--- config.mk ---
export PLATFORM = sky130hd
export DESIGN_NAME = rvfi_checker_top
export DESIGN_NICKNAME = d
export VERILOG_FILES = /design/src/verilog/rvfi_check_pkg.sv /design/src/verilog/rvfi_check_regs.sv /design/src/verilog/rvfi_checker_top.sv /design/src/verilog/rvfi_delay_line.sv /design/src/verilog/rvfi_field_compare.sv
export VERILOG_INCLUDE_DIRS = /design/src /design/src/verilog
export SDC_FILE = /design/constraint.sdc
export NUM_CORES = 1
export LEC_CHECK = 0
export ABC_AREA = 1
export BUFFER_PORTS_ARGS = -buffer_cell sky130_fd_sc_hd__buf_2
export CAP_MARGIN = 30
export CORE_AREA = 4 4 197 199
export CTS_BUF_LIST = sky130_fd_sc_hd__clkbuf_16
export CTS_CLUSTER_DIAMETER = 50
export DETAILED_ROUTE_END_ITERATION = 10
export DIE_AREA = 0 0 201 203
export PLACE_DENSITY = 0.64
export SETUP_SLACK_MARGIN = 0.15
export SYNTH_ARGS = -nofsm -noshare
export SYNTH_HDL_FRONTEND = slang
export SYNTH_SLANG_ARGS = --single-unit
export TNS_END_PERCENT = 10
--- constraint.sdc ---
create_clock -name rvfi_core -period 7.25 [get_ports rvfi_core]
set_input_delay 1.0875 -clock rvfi_core [delete_from_list [all_inputs] [get_ports rvfi_core]]
set_output_delay 1.0875 -clock rvfi_core [all_outputs]
set_load 0.01 [all_outputs]
--- src/verilog/rvfi_check_consts.svh ---
/*
 * RVFI retirement checker constants
 * Widths, alignment depth, field count, register map addresses and
 * control register bit positions
 */
`ifndef RVFI_CHECK_CONSTS_SVH
`define RVFI_CHECK_CONSTS_SVH

`define RVFI_XLEN         32
`define RVFI_ALIGN_DELAY  1
`define RVFI_NUM_FIELDS   14
`define RVFI_CNT_W        16

// Register map
`define RVFI_REG_AW       3
`define RVFI_REG_CTRL         3'd0
`define RVFI_REG_FIELD_EN     3'd1
`define RVFI_REG_STATUS       3'd2
`define RVFI_REG_ERR_COUNT    3'd3
`define RVFI_REG_MATCH_COUNT  3'd4
`define RVFI_REG_FIRST_PC     3'd5
`define RVFI_REG_FIRST_FIELDS 3'd6

// Bits of REG_CTRL
`define RVFI_CTRL_ARM     0
`define RVFI_CTRL_STOP    1
`define RVFI_CTRL_CLEAR   2

`endif

--- src/verilog/rvfi_check_pkg.sv ---
/*
 * RVFI retirement checker types
 * Retirement record, configuration access, checker states,
 * field bit positions and register addresses
 */
package rvfi_check_pkg;

  `include "rvfi_check_consts.svh"

  // One retired instruction as seen on RVFI
  typedef struct packed {
    logic                      valid;
    logic [`RVFI_XLEN-1:0]     pc_rdata;
    logic [`RVFI_XLEN-1:0]     insn;
    logic                      trap;
    logic                      halt;
    logic [2:0]                dbg;
    logic [1:0]                mode;
    logic                      intr;
    logic [4:0]                rd1_addr;
    logic [`RVFI_XLEN-1:0]     rd1_wdata;
    logic [`RVFI_XLEN-1:0]     mem_addr;
    logic [`RVFI_XLEN/8-1:0]   mem_rmask;
    logic [`RVFI_XLEN/8-1:0]   mem_wmask;
    logic [`RVFI_XLEN-1:0]     mem_rdata;
    logic [`RVFI_XLEN-1:0]     mem_wdata;
  } rvfi_rec_t;

  typedef enum logic [`RVFI_REG_AW-1:0] {
    REG_CTRL         = `RVFI_REG_CTRL,
    REG_FIELD_EN     = `RVFI_REG_FIELD_EN,
    REG_STATUS       = `RVFI_REG_STATUS,
    REG_ERR_COUNT    = `RVFI_REG_ERR_COUNT,
    REG_MATCH_COUNT  = `RVFI_REG_MATCH_COUNT,
    REG_FIRST_PC     = `RVFI_REG_FIRST_PC,
    REG_FIRST_FIELDS = `RVFI_REG_FIRST_FIELDS
  } reg_addr_e;

  typedef struct packed {
    logic                  we;
    reg_addr_e             addr;
    logic [`RVFI_XLEN-1:0] wdata;
  } cfg_req_t;

  // Bit positions in the enable and mismatch vectors
  typedef enum logic [3:0] {
    F_VALID, F_PC, F_INSN, F_TRAP,
    F_HALT, F_DBG, F_MODE, F_INTR,
    F_RD_ADDR, F_RD_WDATA, F_MEM_MASK,
    F_MEM_ADDR, F_MEM_WDATA, F_MEM_RDATA
  } field_e;

  typedef enum logic [1:0] {
    CHK_IDLE    = 2'd0,
    CHK_ARMED   = 2'd1,
    CHK_STOPPED = 2'd2
  } chk_state_e;

endpackage

--- src/verilog/rvfi_check_regs.sv ---
/*
 * Checker control and status registers
 * Holds the arm / stop FSM, field enables, saturating mismatch and
 * match counters and the first failing PC and field vector
 */
`timescale 1ns/10ps
`include "rvfi_check_consts.svh"

module rvfi_check_regs import rvfi_check_pkg::*; (
  input  logic                        rvfi_core,
  input  logic                        reset_i,
  input  cfg_req_t                    cfg_req_i,
  output logic [`RVFI_XLEN-1:0]       cfg_rdata_o,
  input  logic [`RVFI_NUM_FIELDS-1:0] mismatch_i,
  input  logic                        compared_i,
  input  logic [`RVFI_XLEN-1:0]       pc_i,
  output logic                        check_en_o,
  output logic [`RVFI_NUM_FIELDS-1:0] field_en_o,
  output logic                        stopped_o
);

  chk_state_e                  state_q;
  logic                        stop_on_err_q;
  logic [`RVFI_NUM_FIELDS-1:0] field_en_q;
  logic [`RVFI_CNT_W-1:0]      err_cnt_q;
  logic [`RVFI_CNT_W-1:0]      match_cnt_q;
  logic                        first_seen_q;
  logic [`RVFI_XLEN-1:0]       first_pc_q;
  logic [`RVFI_NUM_FIELDS-1:0] first_fields_q;

  logic ctrl_wr;
  logic clr;
  logic any_mis;
  logic stop_now;

  assign ctrl_wr  = cfg_req_i.we && (cfg_req_i.addr == REG_CTRL);
  assign clr      = ctrl_wr && cfg_req_i.wdata[`RVFI_CTRL_CLEAR];
  assign any_mis  = |mismatch_i;
  assign stop_now = (state_q == CHK_ARMED) && stop_on_err_q && any_mis;

  // Gate the stopping edge too, so the record behind the failure is skipped
  assign check_en_o = (state_q == CHK_ARMED) && !stop_now;
  assign field_en_o = field_en_q;
  assign stopped_o  = (state_q == CHK_STOPPED);

  always_ff @(posedge rvfi_core) begin
    if (reset_i) begin
      state_q       <= CHK_IDLE;
      stop_on_err_q <= 1'b0;
      field_en_q    <= '1;
    end else begin
      if (ctrl_wr) begin
        state_q       <= cfg_req_i.wdata[`RVFI_CTRL_ARM] ? CHK_ARMED : CHK_IDLE;
        stop_on_err_q <= cfg_req_i.wdata[`RVFI_CTRL_STOP];
      end else if (stop_now) begin
        state_q <= CHK_STOPPED;
      end
      if (cfg_req_i.we && cfg_req_i.addr == REG_FIELD_EN) begin
        field_en_q <= cfg_req_i.wdata[`RVFI_NUM_FIELDS-1:0];
      end
    end
  end

  // Counters saturate, clear wins over a same-cycle update
  always_ff @(posedge rvfi_core) begin
    if (reset_i || clr) begin
      err_cnt_q    <= '0;
      match_cnt_q  <= '0;
      first_seen_q <= 1'b0;
    end else if (compared_i) begin
      if (any_mis) begin
        if (err_cnt_q != '1) begin
          err_cnt_q <= err_cnt_q + 1'b1;
        end
        first_seen_q <= 1'b1;
      end else if (match_cnt_q != '1) begin
        match_cnt_q <= match_cnt_q + 1'b1;
      end
    end
  end

  always_ff @(posedge rvfi_core) begin
    if (compared_i && any_mis && !first_seen_q) begin
      first_pc_q     <= pc_i;
      first_fields_q <= mismatch_i;
    end
  end

  // Registered read of whatever address is presented
  always_ff @(posedge rvfi_core) begin
    if (reset_i) begin
      cfg_rdata_o <= '0;
    end else begin
      cfg_rdata_o <= '0;
      case (cfg_req_i.addr)
        REG_CTRL:         cfg_rdata_o[1:0] <= {stop_on_err_q, state_q == CHK_ARMED};
        REG_FIELD_EN:     cfg_rdata_o[`RVFI_NUM_FIELDS-1:0] <= field_en_q;
        REG_STATUS:       cfg_rdata_o[1:0] <= state_q;
        REG_ERR_COUNT:    cfg_rdata_o[`RVFI_CNT_W-1:0] <= err_cnt_q;
        REG_MATCH_COUNT:  cfg_rdata_o[`RVFI_CNT_W-1:0] <= match_cnt_q;
        REG_FIRST_PC:     cfg_rdata_o <= first_seen_q ? first_pc_q : '0;
        REG_FIRST_FIELDS: begin
          if (first_seen_q) begin
            cfg_rdata_o[`RVFI_NUM_FIELDS-1:0] <= first_fields_q;
          end
        end
        default:          cfg_rdata_o <= '0;
      endcase
    end
  end

  err_cnt_mono_a: assert property (@(posedge rvfi_core) disable iff (reset_i)
    (!$past(reset_i) && !$past(clr)) |-> (err_cnt_q >= $past(err_cnt_q)));

endmodule

--- src/verilog/rvfi_checker_top.sv ---
/*
 * RVFI retirement checker top level
 * Aligns the core trace to the reference model, compares them
 * field by field and exposes the configuration registers
 */
`timescale 1ns/10ps
`include "rvfi_check_consts.svh"

module rvfi_checker_top import rvfi_check_pkg::*; (
  input  logic                        rvfi_core,
  input  logic                        reset_i,
  input  rvfi_rec_t                   core_rec_i,
  input  rvfi_rec_t                   rm_rec_i,
  input  cfg_req_t                    cfg_req_i,
  output logic [`RVFI_XLEN-1:0]       cfg_rdata_o,
  output logic                        mismatch_o,
  output logic [`RVFI_NUM_FIELDS-1:0] mismatch_fields_o,
  output logic                        stopped_o
);

  rvfi_rec_t                   core_aligned;
  logic                        check_en;
  logic [`RVFI_NUM_FIELDS-1:0] field_en;
  logic                        compared;
  logic [`RVFI_XLEN-1:0]       cmp_pc;

  rvfi_delay_line #(
    .DEPTH(`RVFI_ALIGN_DELAY)
  ) delay_i (
    .rvfi_core(rvfi_core),
    .reset_i  (reset_i),
    .rec_i    (core_rec_i),
    .rec_o    (core_aligned)
  );

  rvfi_field_compare compare_i (
    .rvfi_core (rvfi_core),
    .reset_i   (reset_i),
    .core_rec_i(core_aligned),
    .rm_rec_i  (rm_rec_i),
    .check_en_i(check_en),
    .field_en_i(field_en),
    .mismatch_o(mismatch_fields_o),
    .compared_o(compared),
    .pc_o      (cmp_pc)
  );

  // Any field failing flags the record
  assign mismatch_o = |mismatch_fields_o;

  rvfi_check_regs regs_i (
    .rvfi_core  (rvfi_core),
    .reset_i    (reset_i),
    .cfg_req_i  (cfg_req_i),
    .cfg_rdata_o(cfg_rdata_o),
    .mismatch_i (mismatch_fields_o),
    .compared_i (compared),
    .pc_i       (cmp_pc),
    .check_en_o (check_en),
    .field_en_o (field_en),
    .stopped_o  (stopped_o)
  );

endmodule

--- src/verilog/rvfi_delay_line.sv ---
/*
 * Alignment delay for the core retirement stream
 * Shifts core records through DEPTH stages so they meet the
 * reference model records, which retire later
 */
`timescale 1ns/10ps
`include "rvfi_check_consts.svh"

module rvfi_delay_line import rvfi_check_pkg::*; #(
  parameter int DEPTH = `RVFI_ALIGN_DELAY
) (
  input  logic      rvfi_core,
  input  logic      reset_i,
  input  rvfi_rec_t rec_i,
  output rvfi_rec_t rec_o
);

  logic [DEPTH-1:0] valid_q;
  rvfi_rec_t        rec_q [DEPTH];

  // Payload chain
  always_ff @(posedge rvfi_core) begin
    rec_q[0] <= rec_i;
    for (int i = 1; i < DEPTH; i++) begin
      rec_q[i] <= rec_q[i-1];
    end
  end

  // Valid bits only, so reset flushes the chain
  always_ff @(posedge rvfi_core) begin
    if (reset_i) begin
      valid_q <= '0;
    end else begin
      valid_q[0] <= rec_i.valid;
      for (int i = 1; i < DEPTH; i++) begin
        valid_q[i] <= valid_q[i-1];
      end
    end
  end

  always_comb begin
    rec_o       = rec_q[DEPTH-1];
    rec_o.valid = valid_q[DEPTH-1];
  end

  // Whatever leaves valid entered intact DEPTH cycles before
  delay_a: assert property (@(posedge rvfi_core) disable iff (reset_i)
    rec_o.valid |-> (rec_o == $past(rec_i, DEPTH)));

endmodule

--- src/verilog/rvfi_field_compare.sv ---
/*
 * RVFI field comparator
 * Compares an aligned core record with the reference record under
 * the per-field mask rules and registers the mismatch vector, a
 * compared strobe and the reference PC
 */
`timescale 1ns/10ps
`include "rvfi_check_consts.svh"

module rvfi_field_compare import rvfi_check_pkg::*; (
  input  logic                        rvfi_core,
  input  logic                        reset_i,
  input  rvfi_rec_t                   core_rec_i,
  input  rvfi_rec_t                   rm_rec_i,
  input  logic                        check_en_i,
  input  logic [`RVFI_NUM_FIELDS-1:0] field_en_i,
  output logic [`RVFI_NUM_FIELDS-1:0] mismatch_o,
  output logic                        compared_o,
  output logic [`RVFI_XLEN-1:0]       pc_o
);

  logic [`RVFI_NUM_FIELDS-1:0] raw_mis;
  logic [`RVFI_NUM_FIELDS-1:0] mis_d;
  logic                        any_valid;
  logic                        rm_v;
  logic                        mem_access;
  logic                        wdata_diff;
  logic                        rdata_diff;

  assign any_valid  = core_rec_i.valid | rm_rec_i.valid;
  assign rm_v       = rm_rec_i.valid;
  assign mem_access = |{core_rec_i.mem_rmask, core_rec_i.mem_wmask};

  // Byte lanes only count where the core says an access happened
  always_comb begin
    wdata_diff = 1'b0;
    rdata_diff = 1'b0;
    for (int b = 0; b < `RVFI_XLEN/8; b++) begin
      if (core_rec_i.mem_wmask[b] &&
          core_rec_i.mem_wdata[8*b +: 8] != rm_rec_i.mem_wdata[8*b +: 8]) begin
        wdata_diff = 1'b1;
      end
      if (core_rec_i.mem_rmask[b] &&
          core_rec_i.mem_rdata[8*b +: 8] != rm_rec_i.mem_rdata[8*b +: 8]) begin
        rdata_diff = 1'b1;
      end
    end
  end

  always_comb begin
    raw_mis = '0;
    raw_mis[F_VALID]     = any_valid && (core_rec_i.valid != rm_rec_i.valid);
    raw_mis[F_PC]        = rm_v && (core_rec_i.pc_rdata != rm_rec_i.pc_rdata);
    raw_mis[F_INSN]      = rm_v && (core_rec_i.insn != rm_rec_i.insn);
    raw_mis[F_TRAP]      = rm_v && (core_rec_i.trap != rm_rec_i.trap);
    raw_mis[F_HALT]      = rm_v && (core_rec_i.halt != rm_rec_i.halt);
    raw_mis[F_DBG]       = rm_v && (core_rec_i.dbg != rm_rec_i.dbg);
    raw_mis[F_MODE]      = rm_v && (core_rec_i.mode != rm_rec_i.mode);
    raw_mis[F_INTR]      = rm_v && (core_rec_i.intr != rm_rec_i.intr);
    raw_mis[F_RD_ADDR]   = rm_v && (core_rec_i.rd1_addr != rm_rec_i.rd1_addr);
    // x0 writes are architecturally invisible
    raw_mis[F_RD_WDATA]  = rm_v && (rm_rec_i.rd1_addr != 5'd0) &&
                           (core_rec_i.rd1_wdata != rm_rec_i.rd1_wdata);
    raw_mis[F_MEM_MASK]  = rm_v && ((core_rec_i.mem_rmask != rm_rec_i.mem_rmask) ||
                                    (core_rec_i.mem_wmask != rm_rec_i.mem_wmask));
    raw_mis[F_MEM_ADDR]  = rm_v && mem_access &&
                           (core_rec_i.mem_addr != rm_rec_i.mem_addr);
    raw_mis[F_MEM_WDATA] = rm_v && wdata_diff;
    raw_mis[F_MEM_RDATA] = rm_v && rdata_diff;
  end

  assign mis_d = raw_mis & field_en_i & {`RVFI_NUM_FIELDS{check_en_i}};

  always_ff @(posedge rvfi_core) begin
    if (reset_i) begin
      mismatch_o <= '0;
      compared_o <= 1'b0;
    end else begin
      mismatch_o <= mis_d;
      compared_o <= check_en_i && any_valid;
    end
  end

  // Reference PC for first-failure capture
  always_ff @(posedge rvfi_core) begin
    pc_o <= rm_rec_i.pc_rdata;
  end

  mis_needs_cmp_a: assert property (@(posedge rvfi_core) disable iff (reset_i)
    |mismatch_o |-> compared_o);

  mis_field_en_a: assert property (@(posedge rvfi_core) disable iff (reset_i)
    (mismatch_o & ~$past(field_en_i)) == '0);

endmodule
=== After elaboration in Yosys (flattened, before gate mapping) ===
Memory sizes are Yosys's and may differ from the RTL's.
Cells that the tools add are included.

* Logic and storage cells: 116
* RAM bits: 214
* Output and inout bits: 48
* Register bits after elaboration: 176
* Bits of input ports: 466
* Memories kept: 1

* Reduce and logical (&&, ||, !) cells: 46
* Multiplexer cells: 16
* Equal/unequal tests: 31
* Add/subtract/negate cells: 2
* Bitwise logic cells: 6

{| class="wikitable"
|+ Memories
! name !! words !! width !! rd ports !! clocked after memory_dff !! wr ports !! RTL line !! source
|-
| delay_i.rec_q || 1 || 214 || 1 || 0 || 1 || rvfi_delay_line.sv:19 || <nowiki>rvfi_rec_t rec_q [DEPTH];</nowiki>
|}

{| class="wikitable"
|+ Operator list
! kind !! count
|-
| inequality test 32 bit || 4
|-
| inequality test 8 bit || 8
|-
| one-hot mux 12 bit (5 select lines) || 1
|-
| logical AND 1 bit || 33
|-
| adder 16 x 1 -> 16 bit, second input constant || 2
|-
| inequality test 16 bit, second input constant || 2
|-
| bitwise AND 14 bit || 2
|-
| 2-to-1 mux 16 bit || 1
|-
| 2-to-1 mux 14 bit || 1
|-
| one-hot mux 2 bit (7 select lines) || 1
|-
| OR reduction 14 bit || 1
|-
| equality test 3 bit, second input constant || 3
|-
| 2-to-1 mux 1 bit || 9
|-
| inequality test 4 bit || 2
|-
| OR reduction 8 bit || 1
|-
| equality test 3 x 2 -> 1 bit, second input constant || 2
|-
| one-hot mux 2 bit (3 select lines) || 1
|-
| AND reduction 3 bit || 2
|-
| inequality test 5 bit || 1
|-
| nonzero test 5 bit || 1
|-
| 2-to-1 mux 2 bit || 2
|-
| inequality test 1 bit || 4
|-
| equality test 3 x 1 -> 1 bit, second input constant || 1
|-
| zero test 3 bit || 1
|-
| other kinds (11) || 15
|}

=== Depth between registers and ports, before layout ===
Gate-level depths: netlist (run 1).
An unclocked memory read counts as a cell.

* Depth after elaboration: 10
* Depth in mapped cells: 11
* Mapped depth without buffers: 11

=== Modules after synthesis ===
A second synthesis (run 1) with hierarchy kept.

* Cell total of the unflattened synthesis: 1469
* Area, all modules: 13770.7 um^2

{| class="wikitable"
|+ Modules (own cells, without submodules)
! module !! cells an instance !! instances !! area an instance (um^2) !! seq. area each (um^2)
|-
| rvfi_check_regs || 643 || 1 || 5418.9 || 3022.9
|-
| rvfi_delay_line || 217 || 1 || 4301.6 || 4284.1
|-
| rvfi_field_compare || 596 || 1 || 3998.8 || 940.9
|-
| rvfi_checker_top || 13 || 1 || 51.3 || 0.0
|}

=== Least setup slack after synthesis (run 1) ===
OpenSTA, ideal clock, no wires.

* Path type: register to register
* Start point: register compare_i.mismatch_o[1]
* End point: register regs_i.first_fields_q[0], enable pin
* Slack: 4.056 ns
* Clock period less this slack: 3.194 ns
* Setup time: 0.450 ns
* Path buffers: 0
* Arrival time: 2.744 ns
* Stages on the path, launching flop included: 6
* Required time: 6.800 ns
* Path through: dfxtp_1 > or2_1 > nor2_4 > nand2_4 > nand2_2 > nor2_1

* Cells in the longest elaborated chain, start to end: 3

{| class="wikitable"
|+ Ends and longest elaborated chain
! what !! RTL line !! source
|-
| start, declared || rvfi_field_compare.sv:17 || <nowiki>output logic [`RVFI_NUM_FIELDS-1:0] mismatch_o,</nowiki>
|-
| start signal, assigned || rvfi_field_compare.sv:79 || <nowiki>mismatch_o <= mis_d;</nowiki>
|-
| OR reduction 14 bit || -- ||
|-
| net mismatch_o || rvfi_checker_top.sv:16 || <nowiki>output logic mismatch_o,</nowiki>
|-
| logical AND 1 bit (2 in series) || rvfi_check_regs.sv:83 || <nowiki>if (compared_i && any_mis && !first_seen_q) begin</nowiki>
|-
| end signal, assigned || rvfi_check_regs.sv:85 || <nowiki>first_fields_q <= mismatch_i;</nowiki>
|-
| end, declared || rvfi_check_regs.sv:29 || <nowiki>logic [`RVFI_NUM_FIELDS-1:0] first_fields_q;</nowiki>
|}

The timed path passes the listed nets, and every way through them passes these cells.
A chain may end at the register's enable or synchronous reset.

=== Worst setup path after layout (run 1) ===
* Start point: register compare_i.mismatch_o[10]
* End point: output mismatch_o

* Cells in the longest elaborated chain, start to end: 1

{| class="wikitable"
|+ Ends and longest elaborated chain
! what !! RTL line !! source
|-
| OR reduction 14 bit || rvfi_checker_top.sv:49 || <nowiki>assign mismatch_o = |mismatch_fields_o;</nowiki>
|-
| end, declared || rvfi_checker_top.sv:16 ||
|}

No other way between the ends.

==> metrics, run 1 <==
dpl cell area=16600 um2; Starting DRT DRC Count=839; final worst slack=4.40 ns; Post-synth EDFFs=46; crit path max fanout=5; Die H=203 um; Seq/Total Area, Yosys=60.5%; dpl ws=4.03 ns; Final nets=2393; routability congestion estimate=0.920; Worst Setup Path Type=register to output port; clk sinks=389; P_int=3700 uW; postcts setup bufs=0; hold crit path type=register to register; prevailing post-synth register cell=dfxtp_1; P_sw=1090 uW; Die W=201 um; global-route wire length before repair=64100 um; top-count cell post-synth=dfxtp_1; vias in the first global route=11207; Worst Path Required=6.16 ns; drt drc=0; final setup fails=0; hold path cells=0; post-route ant nets=0; Seq pwr share=48.0%; TritonCTS clock tree=done; pin count of the biggest net entering global routing=41; Resized cells post-CTS=0; worst reg-to-reg path cell count=4; outcome=completed; CTS Hold Buffers Added=0; Post-Syn Area=13600 um2; Avg Vias per Cell=4.49; fin area=18100 um2; CORE AREA=37200 um2; Layout area overhead=33.0%; syn_nets=1866; leak pwr=0.00821 uW; RSZ-0062 raised after global routing=no; total CTS buffers=46; share of the synthesized area in the top cell type=50.3%; initial antenna violation count=27; final design utilization=48.7%; headroom to the max-slew limit=43.4%; clock network power share=45.3%; switching share of power=22.7%; worst slew pin tran=0.847 ns; gate count of the mapped netlist=1397; fraction of layout cells with a size suffix above 1=31.1%; row count=71; Initial Utilization=36.6%; Pwr Density=264 nW/um2; fmax=351 MHz; Logic pwr share=6.7%; Clock Tree Root=clkbuf_16; ys async rst share=0%; Worst-Skew Late Latency=0.56 ns; Yosys reg bits=389; DP HPWL=36300 um; Tmin final=2.85 ns; maximum VDD drop=0.189 mV; total gr overflow=0; commonest cells in the synthesized netlist=343 x dfxtp_1, 305 x nand2_1, 161 x xnor2_1; max-slew violations=0; skew final=0.0257 ns; TritonRoute pass-1 iters=5; CP startpoint kind=register; Unique masters post-synth=42; worst path arrival time=1.76 ns; setup TNS=0 ns; I/O Pins=514; Final Hold Viols=0; maximum capacitance violations=0; H-tree depth=2; synth warn=0; Avg Inst Size Synth=9.76 um2; Synth area leader=dfxtp_1; via count=11003; total power=4790 uW; Die ar.=40800 um2; main area contributors after synthesis=dfxtp_1 50%, xnor2_1 10%, edfxtp_1 10%, nand2_1 8.4%, nor2_1 3.9%; Routed WL per cell=17.8 um; Clock transition at path regs=0.06 ns; Global Route Usage Sum=20.8%; CP Capture Type=output port; Final Cycle Share=39.3%; port bufs=495; Max clock buf depth=3; final WL=43800 um
==> power by group through the flow <==
| stage | Sequential, uW | Clock [uW] | Combinational (uW) |
|---|---|---|---|
| after floorplan | 2330 | 0 | 153 |
| after global placement | 2340 | 0 | 315 |
| after detailed placement | 2340 | 0 | 323 |
| after CTS | 2300 | 2230 | 325 |
| after global routing | 2300 | 2320 | 359 |
| final | 2300 | 2170 | 322 |
==> critical path: stages, from the launching register on <==
cell     delay, ns
dfxtp_1       0.36
nor2_1        0.11
nand2_1       0.06
nor2_1        0.35
nand2_4       0.15
buf_2         0.18
==> sequential cells by signal (all words and copies together) (netlist names), 2 cells and up <==
name                   cells
delay_i.rec_q            213
compare_i.pc_o            32
regs_i.cfg_rdata_o        32
regs_i.first_pc_q         32
regs_i.err_cnt_q          16
regs_i.match_cnt_q        16
compare_i.mismatch_o      14
regs_i.field_en_o         14
regs_i.first_fields_q     14
regs_i.state_q             2
==> through the flow <==
| step | cells | hold slack (ns) |
|---|---|---|
| finish | 2453 | 0.393 |
| global placement | 2349 | 0.386 |
| detailed placement | 2350 | 0.389 |
| global route | 2439 | 0.401 |
| floorplan | 1397 | 0.386 |
| CTS | 2434 | 0.396 |
==> placed cells by master, fill, tap and decap left out, types with 4 or more instances in the layout <==
master and count:
buf_2 495, dfxtp_1 343, nand2_1 305, xnor2_1 161, nor2_1 142, inv_1 125
nand3_1 48, clkbuf_16 47, edfxtp_1 46, a21oi_1 45, nand4_1 39, xor2_1 37
diode_2 19, a31oi_1 11, o22ai_1 10, a21oi_2 9, clkinv_1 9, nor3_1 8
o21ai_0 8, clkinv_2 7, nor2_2 5, inv_6 5, clkinv_4 4, or2_2 4
==> final timing paths <==
| kind | startpoint | endpoint | slack, ns |
|---|---|---|---|
| worst min-delay path | compare_i.pc_o[16]$_DFF_P_ | regs_i.first_pc_q[16]$_DFFE_PP_ | 0.39 |
| worst max-delay path | compare_i.mismatch_o[10]$_SDFF_PP0_ | mismatch_o | 4.40 |
| worst max register to register | regs_i.first_seen_q$_SDFFE_PP0P_ | regs_i.cfg_rdata_o[22]$_SDFF_PP0_ | 4.96 |
| worst min register to register | compare_i.pc_o[16]$_DFF_P_ | regs_i.first_pc_q[16]$_DFFE_PP_ | 0.39 |
==> area by class of cell <==
type                    instances  area (um2)
fillers                      3520       19100
flip-flops and latches        389        8250
multi-input cells             866        4830
repair buffers                498        2500
clock buffers                  47        1180
well taps                     474         593
inverters                     123         467
clock inverters                37         269
diodes                         19        47.5
==> kinds of logic (layout without fill, tap and decap cells) <==
family,count (synthesis),count (layout),share of synthesized area [%]
and+or+nand+nor,570,570,18.1
DFF,389,389,60.5
xor gates and xnor gates,198,198,12.7
buffers and inverters,142,705,4.17
AOI/OAI and AO/OA,95,95,4.28
adders and majority gates,3,3,0.275
other,0,19,0
==> metal layers <==
layer,GRT usage [%],part of all wire (%)
met4,7.77,3.0
met1,25.5,37
met3,4.97,11
met2,35.9,49
met5,0,0.11
Power figures use the tool's default switching activity.
==> run 2, diff against run 1 <==
--- a/config.mk
+++ b/config.mk
@@ -6,15 +6,15 @@
 export SDC_FILE = /design/constraint.sdc
 export NUM_CORES = 1
 export LEC_CHECK = 0
-export ABC_AREA = 1
+export ABC_AREA = 0
 export BUFFER_PORTS_ARGS = -buffer_cell sky130_fd_sc_hd__buf_2
 export CAP_MARGIN = 30
-export CORE_AREA = 4 4 197 199
+export CORE_AREA = 4 4 199 201
 export CTS_BUF_LIST = sky130_fd_sc_hd__clkbuf_16
 export CTS_CLUSTER_DIAMETER = 50
 export DETAILED_ROUTE_END_ITERATION = 10
-export DIE_AREA = 0 0 201 203
-export PLACE_DENSITY = 0.64
+export DIE_AREA = 0 0 203 205
+export PLACE_DENSITY = 0.6
 export SETUP_SLACK_MARGIN = 0.15
 export SYNTH_ARGS = -nofsm -noshare
 export SYNTH_HDL_FRONTEND = slang
==> constraint.sdc (replaced) <==
create_clock -name rvfi_core -period 2.8 [get_ports rvfi_core]
set_input_delay 0.42 -clock rvfi_core [delete_from_list [all_inputs] [get_ports rvfi_core]]
set_output_delay 0.42 -clock rvfi_core [all_outputs]
set_load 0.01 [all_outputs]
==> metrics, run 2 <==
outcome=completed; Yosys reg bits=389 (unchanged); Critical Path Max Stage Delay=0.52 ns (+0.16 ns); Final nets=2279 (-4.8%); worst path arrival time=2.91 ns (+1.15 ns); Largest Register=delay_i.rec_q; routability congestion estimate=0.850 (-7.6%); Avg Inst Size Synth=12.3 um2 (+26%); Final Hold Viols=0 (unchanged); worst reg-to-reg path cell count=6 (+2); Seq pwr share=45.8% (-2.2 points); fin area=19800 um2 (+9.0%); maximum VDD drop=0.526 mV (+180%); syn_nets=1498 (-20%); Synth area leader=dfxtp_1; leading cell type in the layout, fill and taps excluded=buf_2; hold crit path type=input port to register; fillers=3213 (-8.7%); maximum capacitance violations=0 (unchanged); via count=10813 (-1.7%); Routed WL per cell=19.6 um (+9.7%); H-tree depth=2 (unchanged); ys async rst share=0% (unchanged); Unique masters post-synth=50 (+19%); share of the synthesized area in the top cell type=54.4% (+4.1 points); Seq/Total Area, Yosys=65.4% (+4.9 points); final setup fails=0 (unchanged); Layout area overhead=56.8%; pin count of the biggest net entering global routing=38 (-7.3%); fraction of layout cells with a size suffix above 1=31.9% (+0.82 points); reg2reg start=compare_i.mismatch_o[8]$_SDFF_PP0_; skew final=0.0148 ns (-0.0110 ns); clock network power share=46.0% (+0.7 points); total CTS buffers=47 (+2.2%); DP HPWL=34000 um (-6.3%); Final Cycle Share=85.9%; Max clock buf depth=3 (unchanged); TritonCTS clock tree=done; dpl cells=2027 (-14%); worst slew pin tran=0.687 ns (-0.160 ns); commonest non-fill, non-tap cells in the layout=495 x buf_2, 343 x dfxtp_1, 245 x dlygate4sd3_1; postcts setup bufs=0 (unchanged); hold path cells=3 (+3); main area contributors after synthesis=dfxtp_1 54%, edfxtp_1 11%, xnor2_1 8.3%, xor2_1 7.5%, nand4_1 2.2%; row count=71 (unchanged); leak pwr=0.00843 uW (+2.7%); Clock transition at path regs=0.06 ns (about the same); Worst Min Path Start=cfg_req_i[3]; CP startpoint kind=register; total gr overflow=0 (unchanged); cell family with most CP delay=simple AND/OR/NAND/NOR gates; Clock Tree Root=clkbuf_16; CORE AREA=37600 um2 (+0.95%); Worst Setup Path Type=register to register; P_int=10000 uW (+170%); headroom to the max-slew limit=54.2% (+11 points); final WL=46300 um (+5.9%); switching share of power=22.7% (about the same); crit path max fanout=7 (+2); top-count cell post-synth=dfxtp_1; vias in the first global route=11626 (+3.7%); Global Route Usage Sum=21.6% (+0.75 points); Endpoint, Worst Hold=regs_i.field_en_o[3]$_SDFFE_PP1P_; max reg flops=213 (unchanged); RSZ-0062 raised after global routing=no; global-route wire length before repair=67700 um (+5.6%); TritonRoute pass-1 iters=6 (+1); max-slew violations=0 (unchanged); Post-Syn Area=12600 um2 (-7.5%); port bufs=495 (unchanged); Crit. path cell count=6 (+1); I/O Pins=514 (unchanged); P_sw=2940 uW (+170%); Avg Vias per Cell=4.57 (+1.8%); Starting DRT DRC Count=671 (-20%); gate count of the mapped netlist=1029 (-26%); Worst-Skew Late Latency=0.56 ns (about the same); fin cells=2367 (-3.5%); r2r setup slk=0.39 ns (-4.57 ns); drt drc=0 (unchanged); Die H=205 um (+0.99%); post-route ant nets=0 (unchanged); critical path cell sequence=nor4_2 -> and4_1 -> inv_2 -> a2111oi_2 -> and2_1 -> o311a_1; Logic pwr share=8.1% (+1.4 points); RR Endpoint=compare_i.mismatch_o[8]$_SDFF_PP0_; Die ar.=41600 um2 (+2.0%); clk sinks=389 (unchanged); Worst path slowest cell=a2111oi_2; Worst Path Required=3.30 ns (-2.86 ns); CP Capture Type=register; Initial Utilization=33.6% (-3.1 points); fmax=416 MHz; Tmin final=2.41 ns; prevailing post-synth register cell=dfxtp_1; CP Buf/Inv Count=1 (unchanged); synth warn=0 (unchanged); dpl cell area=15800 um2 (-5.2%); Pwr Density=655 nW/um2 (+150%); initial antenna violation count=25 (-7.4%); Post-synth EDFFs=46 (unchanged); setup TNS=0 ns (unchanged); Die W=203 um (+1.0%); commonest cells in the synthesized netlist=343 x dfxtp_1, 120 x xnor2_1, 108 x xor2_1
==> run 2: cell count changes after synthesis, sizes merged, moves of 38 or more <==
cell   previous run  this run
nand2           311        59
nor2            152        37
inv             121        12
xor2             37       108
xnor2           161       120
nand3            49        11
==> run 2: logic make-up after synthesis <==
group	Yosys count	synth area share (%)
mux	4	0.327
fa+ha+maj	3	0.298
simple gates	269	11.8
buf+inv	34	1.07
compound gates	102	5.23
flops	389	65.4
xor+xnor	228	15.8
==> run 2: how the worst max path moves through the flow <==
| stage | endpoint | slack (ns) | start |
|---|---|---|---|
| global placement | compare_i.mismatch_o[8]$_SDFF_PP0_ | 0.43 | compare_i.mismatch_o[8]$_SDFF_PP0_ |
| CTS | compare_i.mismatch_o[8]$_SDFF_PP0_ | 0.33 | compare_i.mismatch_o[8]$_SDFF_PP0_ |
| finish | compare_i.mismatch_o[8]$_SDFF_PP0_ | 0.39 | compare_i.mismatch_o[8]$_SDFF_PP0_ |
| detailed placement | compare_i.mismatch_o[5]$_SDFF_PP0_ | 0.34 | compare_i.mismatch_o[8]$_SDFF_PP0_ |
| floorplan | regs_i.first_fields_q[0]$_DFFE_PP_ | 0.20 | compare_i.mismatch_o[11]$_SDFF_PP0_ |
| global route | compare_i.mismatch_o[5]$_SDFF_PP0_ | 0.18 | compare_i.mismatch_o[8]$_SDFF_PP0_ |
==> run 2: worst min-delay path: cells and delay by family <==
family,cells,cell delay (ns)
buf+inv,1,0.07
simple gates,2,0.11
==> run 2: metal layers <==
metal  global-route usage [%]  share of wire (%)  vias up
met5                        0               0.18        -
met4                     11.3                5.1       16
met3                     6.27                7.6      173
met2                     37.7                 50      467
met1                     23.9                 38     4992
li1                         -                  -     5165
==> run 2: per-stage QoR <==
stage	worst slack [ns]	hold slack (ns)	total power, uW	util [%]
after floorplan	0.199	0.386	6350	-
after global placement	0.434	0.386	6800	42.0
after detailed placement	0.341	0.389	6820	42.0
after CTS	0.328	0.0427	13100	52.6
after global routing	0.183	0.0657	13400	52.6
final	0.395	0.0791	13000	52.6
==> run 2: layout make-up <==
cell class,count,area (um2),share of cell area [%]
Sequential cell,389,8250,41.7
Timing Repair Buffer,754,5050,25.5
Multi-Input combinational cell,606,4240,21.4
Clock buffer,48,1200,6.08
Tap cell,511,639,3.23
Clock inverter,38,328,1.66
Inverter,12,45.0,0.228
Antenna cell,9,22.5,0.114
==> run 2: power groups by stage <==
| stage | clock network [uW] | logic [uW] | registers (uW) |
|---|---|---|---|
| 2_1_floorplan | 0 | 315 | 6040 |
| 3_3_place_gp | 0 | 751 | 6050 |
| 3_5_place_dp | 0 | 762 | 6060 |
| 4_1_cts | 6080 | 1040 | 5940 |
| 5_1_grt | 6300 | 1140 | 5960 |
| 6_report | 5960 | 1060 | 5940 |
==> run 2: timing repair <==
action / in CTS / in global routing
resized for setup: 0 / 0
hold buffers: 245 / 0
hold endpoints to repair: 245 / 0
